$ cat config.mk
export PLATFORM = sky130hd
export DESIGN_NAME = lsu_top
export DESIGN_NICKNAME = d
export VERILOG_FILES = /design/src/source/lsu_pkg.sv /design/src/source/lsu_top.sv /design/src/source/lsu_load_align.sv /design/src/source/lsu_bus_arbiter.sv /design/src/source/lsu_access_decode.sv
export SDC_FILE = /design/constraint.sdc
export NUM_CORES = 1
export LEC_CHECK = 0
export ABC_AREA = 1
export BUFFER_PORTS_ARGS = -buffer_cell sky130_fd_sc_hd__clkbuf_2
export CAP_MARGIN = 20
export CORE_MARGIN = 5
export CORE_UTILIZATION = 45
export CTS_BUF_LIST = sky130_fd_sc_hd__clkbuf_8
export DETAILED_ROUTE_END_ITERATION = 8
export GPL_TIMING_DRIVEN = 0
export PLACE_DENSITY = 0.8
export SLEW_MARGIN = 15
export SYNTH_ARGS = -nofsm -noshare
export SYNTH_HDL_FRONTEND = slang
export SYNTH_SLANG_ARGS = --single-unit
$ cat constraint.sdc
create_clock -name clk_i -period 1.4 [get_ports clk_i]
set_input_delay 0.21 -clock clk_i [delete_from_list [all_inputs] [get_ports clk_i]]
set_output_delay 0.21 -clock clk_i [all_outputs]
set_load 0.05 [all_outputs]
$ cat src/source/lsu_pkg.sv
// shared definitions of the load/store unit
// width constants, vector types, size and arbiter enums
// packed structs of cpu control, data bus and status flags

package lsu_pkg;

    // ---------------------------------------------------------------------
    // widths
    // ---------------------------------------------------------------------
    localparam int xlen_c   = 32;       // data path width
    localparam int nbytes_c = xlen_c/8; // byte lanes per word

    typedef logic [xlen_c-1:0]   word_t; // one data word
    typedef logic [xlen_c-1:0]   addr_t; // byte address
    typedef logic [nbytes_c-1:0] ben_t;  // one bit per byte lane

    // ---------------------------------------------------------------------
    // enums
    // ---------------------------------------------------------------------
    typedef enum logic [1:0] {
        size_byte_c = 2'b00, // lb / lbu / sb
        size_half_c = 2'b01, // lh / lhu / sh
        size_word_c = 2'b10  // lw / sw
    } mem_size_t;            // funct3[1:0]

    typedef enum logic {
        arb_idle_c = 1'b0, // no access in flight
        arb_pend_c = 1'b1  // waiting for ack or trap
    } arb_state_t;

    // ---------------------------------------------------------------------
    // structs
    // ---------------------------------------------------------------------
    typedef struct packed {
        logic      addr_we;     // latch address, one-cycle strobe
        mem_size_t size;        // access size
        logic      is_unsigned; // funct3[2], zero-extend loads
        logic      is_store;    // opcode[5]
        logic      bus_req;     // request level, held during access
        logic      cpu_trap;    // trap entry, ends access
    } lsu_ctrl_t;

    typedef struct packed {
        addr_t addr;  // access address
        word_t wdata; // write data, lanes replicated
        ben_t  ben;   // byte enables
        logic  we;    // write enable
        logic  re;    // read enable
    } dbus_req_t;

    typedef struct packed {
        word_t rdata; // read data
        logic  ack;   // transfer done
        logic  err;   // transfer error, no ack
    } dbus_rsp_t;

    typedef struct packed {
        logic d_wait;   // access not yet acknowledged (wait is a keyword)
        logic ma_load;  // misaligned load
        logic ma_store; // misaligned store
        logic be_load;  // bus error on load
        logic be_store; // bus error on store
    } lsu_status_t;

endpackage
$ cat src/source/lsu_top.sv
// top level of the load/store unit data side
// access decode, bus arbiter and load alignment
// packs the outgoing data bus request

`timescale 1ns/1ns

module lsu_top (
    input  logic                 clk_i,    // clock, rising edge
    input  logic                 rstn_i,   // async reset, active low
    input  lsu_pkg::lsu_ctrl_t   ctrl_i,   // cpu control
    input  lsu_pkg::addr_t       addr_i,   // access address
    input  lsu_pkg::word_t       wdata_i,  // store data
    input  lsu_pkg::dbus_rsp_t   dbus_i,   // bus response
    output lsu_pkg::dbus_req_t   dbus_o,   // bus request
    output lsu_pkg::word_t       rdata_o,  // load result
    output lsu_pkg::addr_t       mar_o,    // address register for mtval
    output lsu_pkg::lsu_status_t status_o  // flags to the cpu
);

    lsu_pkg::addr_t mar;        // latched address
    logic           misaligned; // latched alignment fault
    lsu_pkg::ben_t  ben;        // byte enables
    lsu_pkg::word_t wdata;      // write lanes
    logic           we;         // write enable
    logic           re;         // read enable

    // ---------------------------------------------------------------------
    // address, alignment and write lanes
    // ---------------------------------------------------------------------
    lsu_access_decode lsu_access_decode_inst (
        .clk_i        (clk_i),
        .ctrl_i       (ctrl_i),
        .addr_i       (addr_i),
        .wdata_i      (wdata_i),
        .mar_o        (mar),
        .misaligned_o (misaligned),
        .ben_o        (ben),
        .wdata_o      (wdata)
    );

    // ---------------------------------------------------------------------
    // access arbiter
    // ---------------------------------------------------------------------
    lsu_bus_arbiter lsu_bus_arbiter_inst (
        .clk_i        (clk_i),
        .rstn_i       (rstn_i),
        .ctrl_i       (ctrl_i),
        .misaligned_i (misaligned),
        .ack_i        (dbus_i.ack),
        .err_i        (dbus_i.err),
        .we_o         (we),
        .re_o         (re),
        .status_o     (status_o)
    );

    // load data path
    lsu_load_align lsu_load_align_inst (
        .clk_i         (clk_i),
        .size_i        (ctrl_i.size),
        .is_unsigned_i (ctrl_i.is_unsigned),
        .addr_lsb_i    (mar[1:0]),
        .rdata_i       (dbus_i.rdata),
        .rdata_o       (rdata_o)
    );

    assign dbus_o.addr  = mar;
    assign dbus_o.wdata = wdata;
    assign dbus_o.ben   = ben;
    assign dbus_o.we    = we;
    assign dbus_o.re    = re;
    assign mar_o        = mar;

endmodule

$ cat src/source/lsu_load_align.sv
// load data alignment
// byte and half-word lane select from the bus word
// sign or zero extension, registered every cycle

`timescale 1ns/1ns

module lsu_load_align (
    input  logic               clk_i,         // clock, rising edge
    input  lsu_pkg::mem_size_t size_i,        // access size
    input  logic               is_unsigned_i, // lbu / lhu
    input  logic [1:0]         addr_lsb_i,    // low address bits from mar
    input  lsu_pkg::word_t     rdata_i,       // bus read data
    output lsu_pkg::word_t     rdata_o        // aligned load result
);

    lsu_pkg::word_t rdata_q;   // result register
    lsu_pkg::word_t rdata_nxt; // aligned word
    logic [7:0]     byte_sel;  // selected byte
    logic [15:0]    half_sel;  // selected half-word
    logic           sign_b;    // byte extension bit
    logic           sign_h;    // half extension bit

    // ---------------------------------------------------------------------
    // lane select
    // ---------------------------------------------------------------------
    always_comb begin : lane_sel
        unique case (addr_lsb_i)
            2'b00:   byte_sel = rdata_i[7:0];
            2'b01:   byte_sel = rdata_i[15:8];
            2'b10:   byte_sel = rdata_i[23:16];
            default: byte_sel = rdata_i[31:24];
        endcase
        if (addr_lsb_i[1] == 1'b0) begin
            half_sel = rdata_i[15:0];  // low half
        end else begin
            half_sel = rdata_i[31:16]; // high half
        end
    end : lane_sel

    assign sign_b = ~is_unsigned_i & byte_sel[7];  // zero when unsigned
    assign sign_h = ~is_unsigned_i & half_sel[15];

    // ---------------------------------------------------------------------
    // extension by size
    // ---------------------------------------------------------------------
    always_comb begin : extend
        unique case (size_i)
            lsu_pkg::size_byte_c: rdata_nxt = {{24{sign_b}}, byte_sel};
            lsu_pkg::size_half_c: rdata_nxt = {{16{sign_h}}, half_sel};
            default:              rdata_nxt = rdata_i; // word passes through
        endcase
    end : extend

    always_ff @(posedge clk_i) begin : load_reg
        rdata_q <= rdata_nxt; // valid the cycle after ack
    end : load_reg

    assign rdata_o = rdata_q;

endmodule

$ cat src/source/lsu_bus_arbiter.sv
// single-access data bus arbiter
// idle/pending fsm with bus error collection
// read/write enables and status flags to the cpu

`timescale 1ns/1ns

module lsu_bus_arbiter (
    input  logic                 clk_i,        // clock, rising edge
    input  logic                 rstn_i,       // async reset, active low
    input  lsu_pkg::lsu_ctrl_t   ctrl_i,       // cpu control
    input  logic                 misaligned_i, // latched alignment fault
    input  logic                 ack_i,        // bus acknowledge
    input  logic                 err_i,        // bus error pulse
    output logic                 we_o,         // bus write enable
    output logic                 re_o,         // bus read enable
    output lsu_pkg::lsu_status_t status_o      // flags to the cpu
);

    lsu_pkg::arb_state_t state_q; // fsm state
    logic                err_q;   // collected bus error
    logic                pend;    // access in flight

    // ---------------------------------------------------------------------
    // fsm and error accumulation
    // ---------------------------------------------------------------------
    always_ff @(posedge clk_i or negedge rstn_i) begin : arb_fsm
        if (rstn_i == 1'b0) begin
            state_q <= lsu_pkg::arb_idle_c;
            err_q   <= 1'b0;
        end else begin
            unique case (state_q)
                lsu_pkg::arb_idle_c: begin
                    err_q <= 1'b0;                       // fresh access, no error
                    if (ctrl_i.bus_req == 1'b1) begin
                        state_q <= lsu_pkg::arb_pend_c;  // start access
                    end
                end
                default: begin
                    if (err_i == 1'b1) begin
                        err_q <= 1'b1;                   // sticky until idle
                    end
                    // normal end or trap entry
                    if ((ack_i == 1'b1) || (ctrl_i.cpu_trap == 1'b1)) begin
                        state_q <= lsu_pkg::arb_idle_c;
                    end
                end
            endcase
        end
    end : arb_fsm

    assign pend = (state_q == lsu_pkg::arb_pend_c);

    // bus enables, killed on misaligned address
    assign we_o = ctrl_i.bus_req &  ctrl_i.is_store & ~misaligned_i;
    assign re_o = ctrl_i.bus_req & ~ctrl_i.is_store & ~misaligned_i;

    // ---------------------------------------------------------------------
    // status flags, only while pending
    // ---------------------------------------------------------------------
    always_comb begin : arb_status
        status_o.d_wait   = ~ack_i;                                   // stall until ack
        status_o.ma_load  = pend & ~ctrl_i.is_store & misaligned_i;
        status_o.ma_store = pend &  ctrl_i.is_store & misaligned_i;
        status_o.be_load  = pend & ~ctrl_i.is_store & err_q;
        status_o.be_store = pend &  ctrl_i.is_store & err_q;
    end : arb_status

endmodule

$ cat src/source/lsu_access_decode.sv
// access decode of the load/store unit
// memory address register and alignment check
// byte enables and write data lane placement

`timescale 1ns/1ns

module lsu_access_decode (
    input  logic              clk_i,        // clock, rising edge
    input  lsu_pkg::lsu_ctrl_t ctrl_i,      // cpu control
    input  lsu_pkg::addr_t    addr_i,       // alu result, access address
    input  lsu_pkg::word_t    wdata_i,      // store data from rs2
    output lsu_pkg::addr_t    mar_o,        // memory address register
    output logic              misaligned_o, // latched alignment fault
    output lsu_pkg::ben_t     ben_o,        // latched byte enables
    output lsu_pkg::word_t    wdata_o       // latched write lanes
);

    lsu_pkg::addr_t mar_q;          // address register
    logic           misaligned_q;   // alignment fault register
    lsu_pkg::ben_t  ben_q;          // byte enable register
    lsu_pkg::word_t wdata_q;        // write lane register

    logic           misaligned_nxt; // alignment check result
    lsu_pkg::ben_t  ben_nxt;        // decoded enables
    lsu_pkg::word_t wdata_nxt;      // replicated store data

    // ---------------------------------------------------------------------
    // alignment, lanes and enables from size and offset
    // ---------------------------------------------------------------------
    always_comb begin : decode_comb
        misaligned_nxt = 1'b0;
        ben_nxt        = '0;
        wdata_nxt      = wdata_i;  // word default
        unique case (ctrl_i.size)
            lsu_pkg::size_byte_c: begin
                misaligned_nxt       = 1'b0;              // bytes always aligned
                wdata_nxt            = {4{wdata_i[7:0]}}; // byte on every lane
                ben_nxt[addr_i[1:0]] = 1'b1;              // single lane
            end
            lsu_pkg::size_half_c: begin
                misaligned_nxt = addr_i[0];            // needs even address
                wdata_nxt      = {2{wdata_i[15:0]}};   // half on both halves
                if (addr_i[1] == 1'b0) begin
                    ben_nxt = 4'b0011;                 // low half
                end else begin
                    ben_nxt = 4'b1100;                 // high half
                end
            end
            default: begin
                misaligned_nxt = addr_i[1] | addr_i[0]; // needs word boundary
                wdata_nxt      = wdata_i;               // full word
                ben_nxt        = '1;                    // all lanes
            end
        endcase
    end : decode_comb

    // ---------------------------------------------------------------------
    // registers, loaded on the address strobe
    // ---------------------------------------------------------------------
    always_ff @(posedge clk_i) begin : decode_reg
        if (ctrl_i.addr_we == 1'b1) begin
            mar_q        <= addr_i;         // also feeds mtval
            misaligned_q <= misaligned_nxt;
            ben_q        <= ben_nxt;
            wdata_q      <= wdata_nxt;
        end
    end : decode_reg

    assign mar_o        = mar_q;
    assign misaligned_o = misaligned_q;
    assign ben_o        = ben_q;
    assign wdata_o      = wdata_q;

endmodule

==> results of run 1 <==
==> path summary, 6_finish.rpt <==
kind                       depth (start not counted)  slack, ns                                to                             from
setup / recovery                                   3       -0.1                       status_o[1]        lsu_bus_arbiter_inst.pend
hold / removal                                     1       0.02  lsu_access_decode_inst.mar_o[27]                       addr_i[27]
setup reg to reg                                   7       0.04   lsu_load_align_inst.rdata_o[22]  lsu_access_decode_inst.mar_o[1]
hold reg to reg                                    2       0.66        lsu_bus_arbiter_inst.err_q        lsu_bus_arbiter_inst.pend
max in group asynchronous                          2       1.09        lsu_bus_arbiter_inst.err_q                           rstn_i
min in group asynchronous                          2       0.21         lsu_bus_arbiter_inst.pend                           rstn_i
==> layout by cell type, fill, tap and decap left out, drive strengths merged <==
master / n
nand4: 1
clkbuf: 232
dfxtp: 32
nand3: 28
clkinv: 1
buf: 80
o21a: 1
nor3: 7
nor2: 6
clkinvlp: 1
o211ai: 15
bufinv: 2
o21ai: 14
a21oi: 7
dlygate4sd3: 15
dfrtp: 2
nand2: 124
o22ai: 2
inv: 33
edfxtp: 69
==> worst register-to-register path: cells and delay by family, from the launching register on <==
| family | cells | cell delay (ns) |
|---|---|---|
| flip-flops | 1 | 0.48 |
| AND/OR/NAND/NOR | 5 | 0.43 |
| buffers and inverters | 2 | 0.39 |
==> report_power, final <==
group / switching [mW] / internal [mW] / total [mW] / leakage [nW]
Combinational: 1.83 / 0.675 / 2.50 / 2.21
Clock: 1.03 / 1.05 / 2.09 / 0.114
Sequential: 0.107 / 3.54 / 3.65 / 0.969
==> per-stage QoR <==
step / hold WS, ns / cells
after CTS: 0.0003259 / 777
after floorplan: -0.08559 / 388
after global placement: -0.004045 / 742
final: 0.02193 / 783
after detailed placement: -0.001202 / 743
after global routing: 0.001437 / 783
==> area by class of cell <==
cell class / count / area (um2) / share of cell area, %
Sequential cell: 103 / 2763 / 43.02
Timing Repair Buffer: 270 / 1608 / 25.04
Inverter: 31 / 128.9 / 2.007
Clock inverter: 6 / 85.08 / 1.325
Multi-Input combinational cell: 205 / 1184 / 18.43
Buffer: 47 / 376.6 / 5.865
Clock buffer: 10 / 137.6 / 2.143
Tap cell: 111 / 138.9 / 2.163
==> logic make-up (layout without fill, tap and decap cells) <==
| group | after synthesis | in the layout | synth area share [%] |
|---|---|---|---|
| buf+inv | 80 | 364 | 11.52 |
| flops | 103 | 103 | 65.38 |
| compound gates | 39 | 39 | 5.804 |
| simple gates | 166 | 166 | 17.29 |
==> registers in the layout, summed over array words and instances (netlist names) <==
| signal | cells |
|---|---|
| lsu_access_decode_inst.misaligned_o | 1 |
| lsu_access_decode_inst.mar_o | 32 |
| lsu_access_decode_inst.wdata_o | 32 |
| lsu_load_align_inst.rdata_o | 32 |
| lsu_access_decode_inst.ben_o | 4 |
| lsu_bus_arbiter_inst.pend | 1 |
| lsu_bus_arbiter_inst.err_q | 1 |
==> what timing repair did <==
item | in CTS | in global routing
setup endpoints to repair | 29 | 54
pin swaps | 6 | 5
hold buffers | 13 | 2
gates resized for setup | 27 | 53
cloned | 0 | 1
endpoints found under the hold margin | 14 | 2
buffers inserted | 5 | 5
==> metal layers <==
layer,wire (um),up-vias
li1,-,1816
met1,4546,1793
met2,7358,208
met3,1620,28
met4,397,0
met5,0,-
==> summary by stage, run 1 <==
Timing
Headroom to the max-slew limit came out at 56.19%. Setup repair after global routing could not meet its margin everywhere. The worst clock skew is 0.003735 ns. The total count of hold-check failures in the final report is 0. At the pin with the least slew margin, the transition time is 0.6571 ns. Subtracting the final worst setup slack from the clock period gives 1.497 ns. Setup violations remaining at the end of the flow were counted as 6. The final sum of negative setup slack is -0.5044 ns. The achievable clock frequency is 667.8 MHz. The post-layout worst setup margin is -0.09739 ns. The number of max-slew violations in the final report was 0. The final worst-path cycle share is 107.0%.

Synth
The total of warnings raised by yosys is 0. Of all cell types, the one taking the most synthesized area is sky130_fd_sc_hd__edfxtp_1. The number of synthesized register bits is 103. In the synthesized netlist the dominant register cell turns out to be sky130_fd_sc_hd__edfxtp_1.

Averaged over all synthesized cells, the footprint is 10.89 um2. The share of the yosys chip area belonging to registers is 65.38%. The top-area cell type share of the netlist area is 49.04%. Counting flops with a built-in enable in the synthesized netlist gives 69. The cell area that synthesis handed to floorplanning was 0.004225 mm2. After synthesis, the most frequently instantiated cells are 123 x sky130_fd_sc_hd__nand2_1, 69 x sky130_fd_sc_hd__edfxtp_1, 36 x sky130_fd_sc_hd__buf_4. In the post-synthesis netlist, the cell with the most instances is sky130_fd_sc_hd__nand2_1.

The post-synthesis instance total is 388. Counting every net in the synthesized netlist gives 495. The post-synthesis cell type count is 26. After synthesis, the cell types taking the most area are sky130_fd_sc_hd__edfxtp_1 49%, sky130_fd_sc_hd__dfxtp_1 15%, sky130_fd_sc_hd__nand2_1 11%, sky130_fd_sc_hd__buf_4 6.4%, sky130_fd_sc_hd__nand3_1 3.1%. Of all flip-flops after synthesis, the portion carrying an async set or reset was 1.942%.

Critical path
At the worst endpoint, the required time is 1.19 ns. The worst-path cell with the longest stage delay is sky130_fd_sc_hd__dfrtp_1. The number of buffers and inverters on the critical path is 2. The cell family with the largest share of critical-path delay is flip-flops. The start-to-end type of the worst setup path is reg2out. Of all nets on the critical path, the largest fanout is 5. The worst setup path is launched from a register. The arrival time at the worst endpoint is 1.29 ns. The category of the worst setup path capture point is an output port. The critical path goes through inv_4 -> nor3_2 -> clkbuf_8. The largest incremental delay on the critical path is 0.43 ns.

Flow run
The count of max-cap constraint violations is 0.

Floorplanning
Row generation in the floorplan step produced 35 rows. From bottom edge to top edge, the die measures 106.9 um. The die outline area is 0.01143 mm2. The die width is 106.9 um. The floorplan step defined a core boundary enclosing 0.009196 mm2. Pin placement for this block handled 246 I/O pins. The initial standard-cell utilization of the core is 45.95%.

Route
The vias after detailed routing is 3845. The detailed-route vias per instance is 4.911. For this run, design rule violations remaining after detail routing come to 0. The number of detailed-routing iterations run before antenna repair is 4. Once detail routing completed, the nets flagged for antenna violations numbered 0.

The detailed router finished its first iteration with 199 violations. The final wirelength is 13.92 mm. Dividing the detail-routed wire length by the instance count gives 17.78 um.

Power
The worst ir drop on vdd is 745.6 uV. The leakage power of the design is 3.294 nW. Overall power consumption after layout is estimated at 8.241 mW. In this run the power density over the cells is 1283 mW/mm2.

Placement
Routability-driven placement finished with a final weighted congestion of 0.9040. After detailed placement, the total cell area comes to 0.005752 mm2. Port buffering added 243 buffers. The worst slack at placement is -0.07679 ns. The wire-length estimate of the detail-placed layout is 10.33 mm.

Cells and area
The area growth from synthesis to layout is 51.97%. The layout cell share with drive strength beyond 1 is 54.02%. The repair_antennas step left the layout with diodes totalling 0.

The number of fill cells is 667. The final layout contains 774 nets. For this run, the share of the core covered by cells in the final layout is 69.82%.

After routing the design area is 0.006421 mm2.

Clocking
After clock tree synthesis, the clock-pin slew on the worst setup and hold paths is 0.09 ns. The count of H-tree levels built during CTS is 3. The number of buffers on the longest clock path is 2.

Clock tree synthesis found a total of 103 sinks. In this run the clock root is driven by a sky130_fd_sc_hd__clkbuf_8. The number of clock buffers added by TritonCTS is 9. The later pin in the worst-skew pair is clocked with a latency of 0.36 ns. TritonCTS built the clock tree.

Global route
The global-route layer with the greatest usage is met2. Across every metal layer, demand over resource in global routing totals 23.87%. The first-pass GRT wire length is 20.87 mm. In the global route stage, met1 resource usage came out at 23.23%.

Global routing used 44.33% of the available met2 tracks. The remaining global-route overflow is 0. The number of antenna violations at the first check in global routing is 0. For this run, global-route usage on met3 was measured as 9.813%. The via count of the first global-routing pass was 4029. The largest net degree at the start of global routing is 64.

Worst hold path
The min-delay analysis places its worst path in the category in2reg.

Status
The checks that failed: setup timing. The flow ran to the end, but the final reports show violations.
Power figures use the tool's default switching activity.
==> run 2: changes to the inputs <==
Settings changed: SETUP_SLACK_MARGIN from default to 0.15.
==> run 2 against run 1 <==
Against the previous run:
- the flow still finishes with violations (setup timing)
- sequential share of layout area shrank 6.8 points
- worst setup slack improved by 0.0051 ns
- highest routed layer is now met5
- combinational power increased by 25%
==> summary by stage, run 2 (synthesis gave the netlist of run 1 again) <==
Placement
The weighted congestion reported at the end of routability-driven placement is 0.8734. The detailed placer's ending HPWL is 10.40 mm. In this run the tool buffered the top-level ports with 243 buffer cells.

Clocking
TritonCTS built the clock tree. The clock sink count is 103. The total clock buffers created by CTS is 9. The count of H-tree levels built during CTS is 3. The CTS root buffer is sky130_fd_sc_hd__clkbuf_8. The CTS clock-pin slew for the worst setup and hold paths is 0.10 ns.

The number of buffers on the longest clock path is 2. The clock reaches the later pin of the worst-skew pair after 0.36 ns.

Route
After detailed routing, the average wire length per cell comes to 23.07 um. For this run, design rule violations remaining after detail routing come to 0. The final route contains 4180 vias.

The first routing iteration left 271 violations. The count of nets left with antenna violations once routing finished came out at 0. After detailed routing, the number of vias per cell comes to 5.264. The number of detailed-routing iterations run before antenna repair is 5. The final wirelength is 18.32 mm.

Critical path
The setup check on the worst reg-to-reg path leaves a slack of -0.04 ns. In this run the worst path has a maximum fanout of 3. The beginning of the worst register-to-register path is lsu_access_decode_inst.mar_o[1]. The arrival time at the worst endpoint is 1.28 ns. The sort of element at the start of the critical path is a register. The worst setup path is captured at an output port.

The worst endpoint required time is 1.19 ns. The start-to-end type of the worst setup path is reg2out. The endpoint identified for the worst register-to-register timing path is lsu_load_align_inst.rdata_o[29]. The depth of the worst register-to-register path is 8.

Global route
The global-route usage over all layers is 29.46%. The largest net degree at the start of global routing is 47. The via count of the first global-routing pass was 4258.

The first-pass GRT wire length is 25.23 mm. The number of antenna violations at the first check in global routing is 2. For this run the aggregate overflow at the end of global routing stands at 0.

Power
The power density relative to cell area is 1164 mW/mm2. The leakage power of the design is 3.787 nW. Overall power consumption after layout is estimated at 8.881 mW. The worst ir drop on vdd is 783.9 uV.

Cells and area
In the layout the commonest cells are 145 x sky130_fd_sc_hd__clkbuf_2, 99 x sky130_fd_sc_hd__nand2_1, 73 x sky130_fd_sc_hd__buf_6. The net count of the finished layout is 784. The utilization of the core after routing is 82.94%. The layout cell share with drive strength beyond 1 is 58.06%. Leaving out fill and tap cells, the most frequent cell in the layout is sky130_fd_sc_hd__clkbuf_2. The number of fill cells is 466. Compared with the post-synthesis result, the final layout area differs by 80.52%.

Timing
Setup violations remaining at the end of the flow were counted as 26. In the finished design, the share of the clock period the worst path needs comes to 106.6%. The total count of hold-check failures in the final report is 0. Setup repair after global routing could not meet its margin everywhere.

The remaining max-slew budget at the tightest pin is 51.35%. Counting I/O delays and the setup requirement, the final critical path takes 1.492 ns. The post-layout worst setup margin is -0.09230 ns.

Based on the critical path, the design can be clocked at up to 670.1 MHz. The number of max-slew violations in the final report was 0. On the final layout, the worst clock skew is 0.01508 ns.

The slew at the pin closest to its max-slew limit is 0.7298 ns.

Floorplanning
The die outline area is 0.01143 mm2. The die is 106.9 um wide. Once the floorplan was initialized, standard cells occupied 45.95% of the core. From bottom edge to top edge, the die measures 106.9 um.

The placement row count is 35. Pin placement for this block handled 246 I/O pins. The placeable core region is 0.009196 mm2.

Worst hold path
The startpoint of the lowest-slack hold path is addr_i[6]. The worst min-delay path category is in2reg. The cell count of the worst hold path is 1. The worst hold path terminates at lsu_access_decode_inst.mar_o[6].

Status
The flow ran to the end, but the final reports show violations. The checks that failed: setup timing.

Flow run
The tool flagged a number of max-cap violations equal to 0.
-- run 2: changes by cell type in the layout (fill, tap and decap cells not counted), moves of 3 or more --
| cell | before | now |
|---|---|---|
| sky130_fd_sc_hd__buf_12 | 2 | 5 |
| sky130_fd_sc_hd__buf_2 | 18 | 27 |
| sky130_fd_sc_hd__buf_4 | 48 | 13 |
| sky130_fd_sc_hd__buf_6 | 7 | 73 |
| sky130_fd_sc_hd__buf_8 | 4 | 10 |
| sky130_fd_sc_hd__clkbuf_16 | 3 | 35 |
| sky130_fd_sc_hd__clkbuf_2 | 213 | 145 |
| sky130_fd_sc_hd__dlygate4sd3_1 | 15 | 11 |
| sky130_fd_sc_hd__nand2_1 | 119 | 99 |
| sky130_fd_sc_hd__nand2_2 | 4 | 13 |
| sky130_fd_sc_hd__nand2_4 | 1 | 12 |
-- run 2: worst max-delay path by stage --
stage          slack (ns)                           startpoint                                  to  cells past startpoint
6_report            -0.09  lsu_access_decode_inst.misaligned_o                           dbus_o[0]                      3
3_3_place_gp        -0.40                            ctrl_i[6]  lsu_access_decode_inst.wdata_o[25]                      1
5_1_grt             -0.13  lsu_access_decode_inst.misaligned_o                           dbus_o[0]                      3
3_5_place_dp        -0.08      lsu_access_decode_inst.mar_o[1]     lsu_load_align_inst.rdata_o[15]                      7
2_1_floorplan       -0.15      lsu_access_decode_inst.mar_o[1]     lsu_load_align_inst.rdata_o[16]                      6
4_1_cts             -0.09  lsu_access_decode_inst.misaligned_o                         status_o[2]                      3
-- run 2: layer usage --
metal  part of all wire, %  global-route usage (%)  vias up
li1                      -                       -     1839
met4                   2.6                   7.032        2
met3                   9.7                   9.753       43
met1                    35                   32.62     1996
met5                 0.038                       0        -
met2                    53                   54.41      300
-- run 2: critical path, cell delays in order (launching register included) --
cell and delay, ns:
sky130_fd_sc_hd__edfxtp_1 0.47, sky130_fd_sc_hd__nor3_1 0.17, sky130_fd_sc_hd__buf_4 0.15, sky130_fd_sc_hd__clkbuf_16 0.15
-- run 2: per-stage QoR --
step | TNS (ns) | std cells | cell area, um2 | setup slack (ns) | hold WS (ns)
after global placement | -28.27 | 742 | 5627 | -0.4032 | -0.004099
final | -0.9982 | 794 | 7627 | -0.09230 | 0.02141
after CTS | -0.3528 | 779 | 7264 | -0.09423 | 0.004803
after floorplan | -3.068 | 388 | 4272 | -0.1475 | -0.08559
after global routing | -2.637 | 794 | 7627 | -0.1329 | 0.006477
after detailed placement | -1.280 | 743 | 5649 | -0.07761 | -0.0009864
-- run 2: where the power goes --
part / leakage (nW) / switching (mW) / total [mW] / internal (mW)
Sequential: 0.969 / 0.168 / 3.72 / 3.55
Combinational: 2.70 / 1.99 / 3.12 / 1.13
Clock: 0.117 / 1.05 / 2.05 / 1.00
Total: 3.79 / 3.20 / 8.88 / 5.68
-- run 2: timing repair --
| action | in CTS | in global routing |
|---|---|---|
| setup buffers | 15 | 4 |
| hold buffers | 1 | 10 |
| endpoints found under the hold margin | 2 | 10 |
| pin swaps | 22 | 25 |
| gates cloned | 4 | 0 |
| endpoints found under the setup margin | 77 | 129 |
| gates resized for setup | 240 | 131 |
-- run 2: final cells by class --
cell class	instances	area (um2)	share of cell area [%]
Clock inverter	7	87.58	1.148
Sequential cell	103	2763	36.22
Multi-Input combinational cell	205	1286	16.86
Tap cell	111	138.9	1.821
Timing Repair Buffer	278	2579	33.81
Clock buffer	9	123.9	1.624
Buffer	49	515.5	6.759
Antenna cell	1	2.502	0.03281
Inverter	31	131.4	1.722
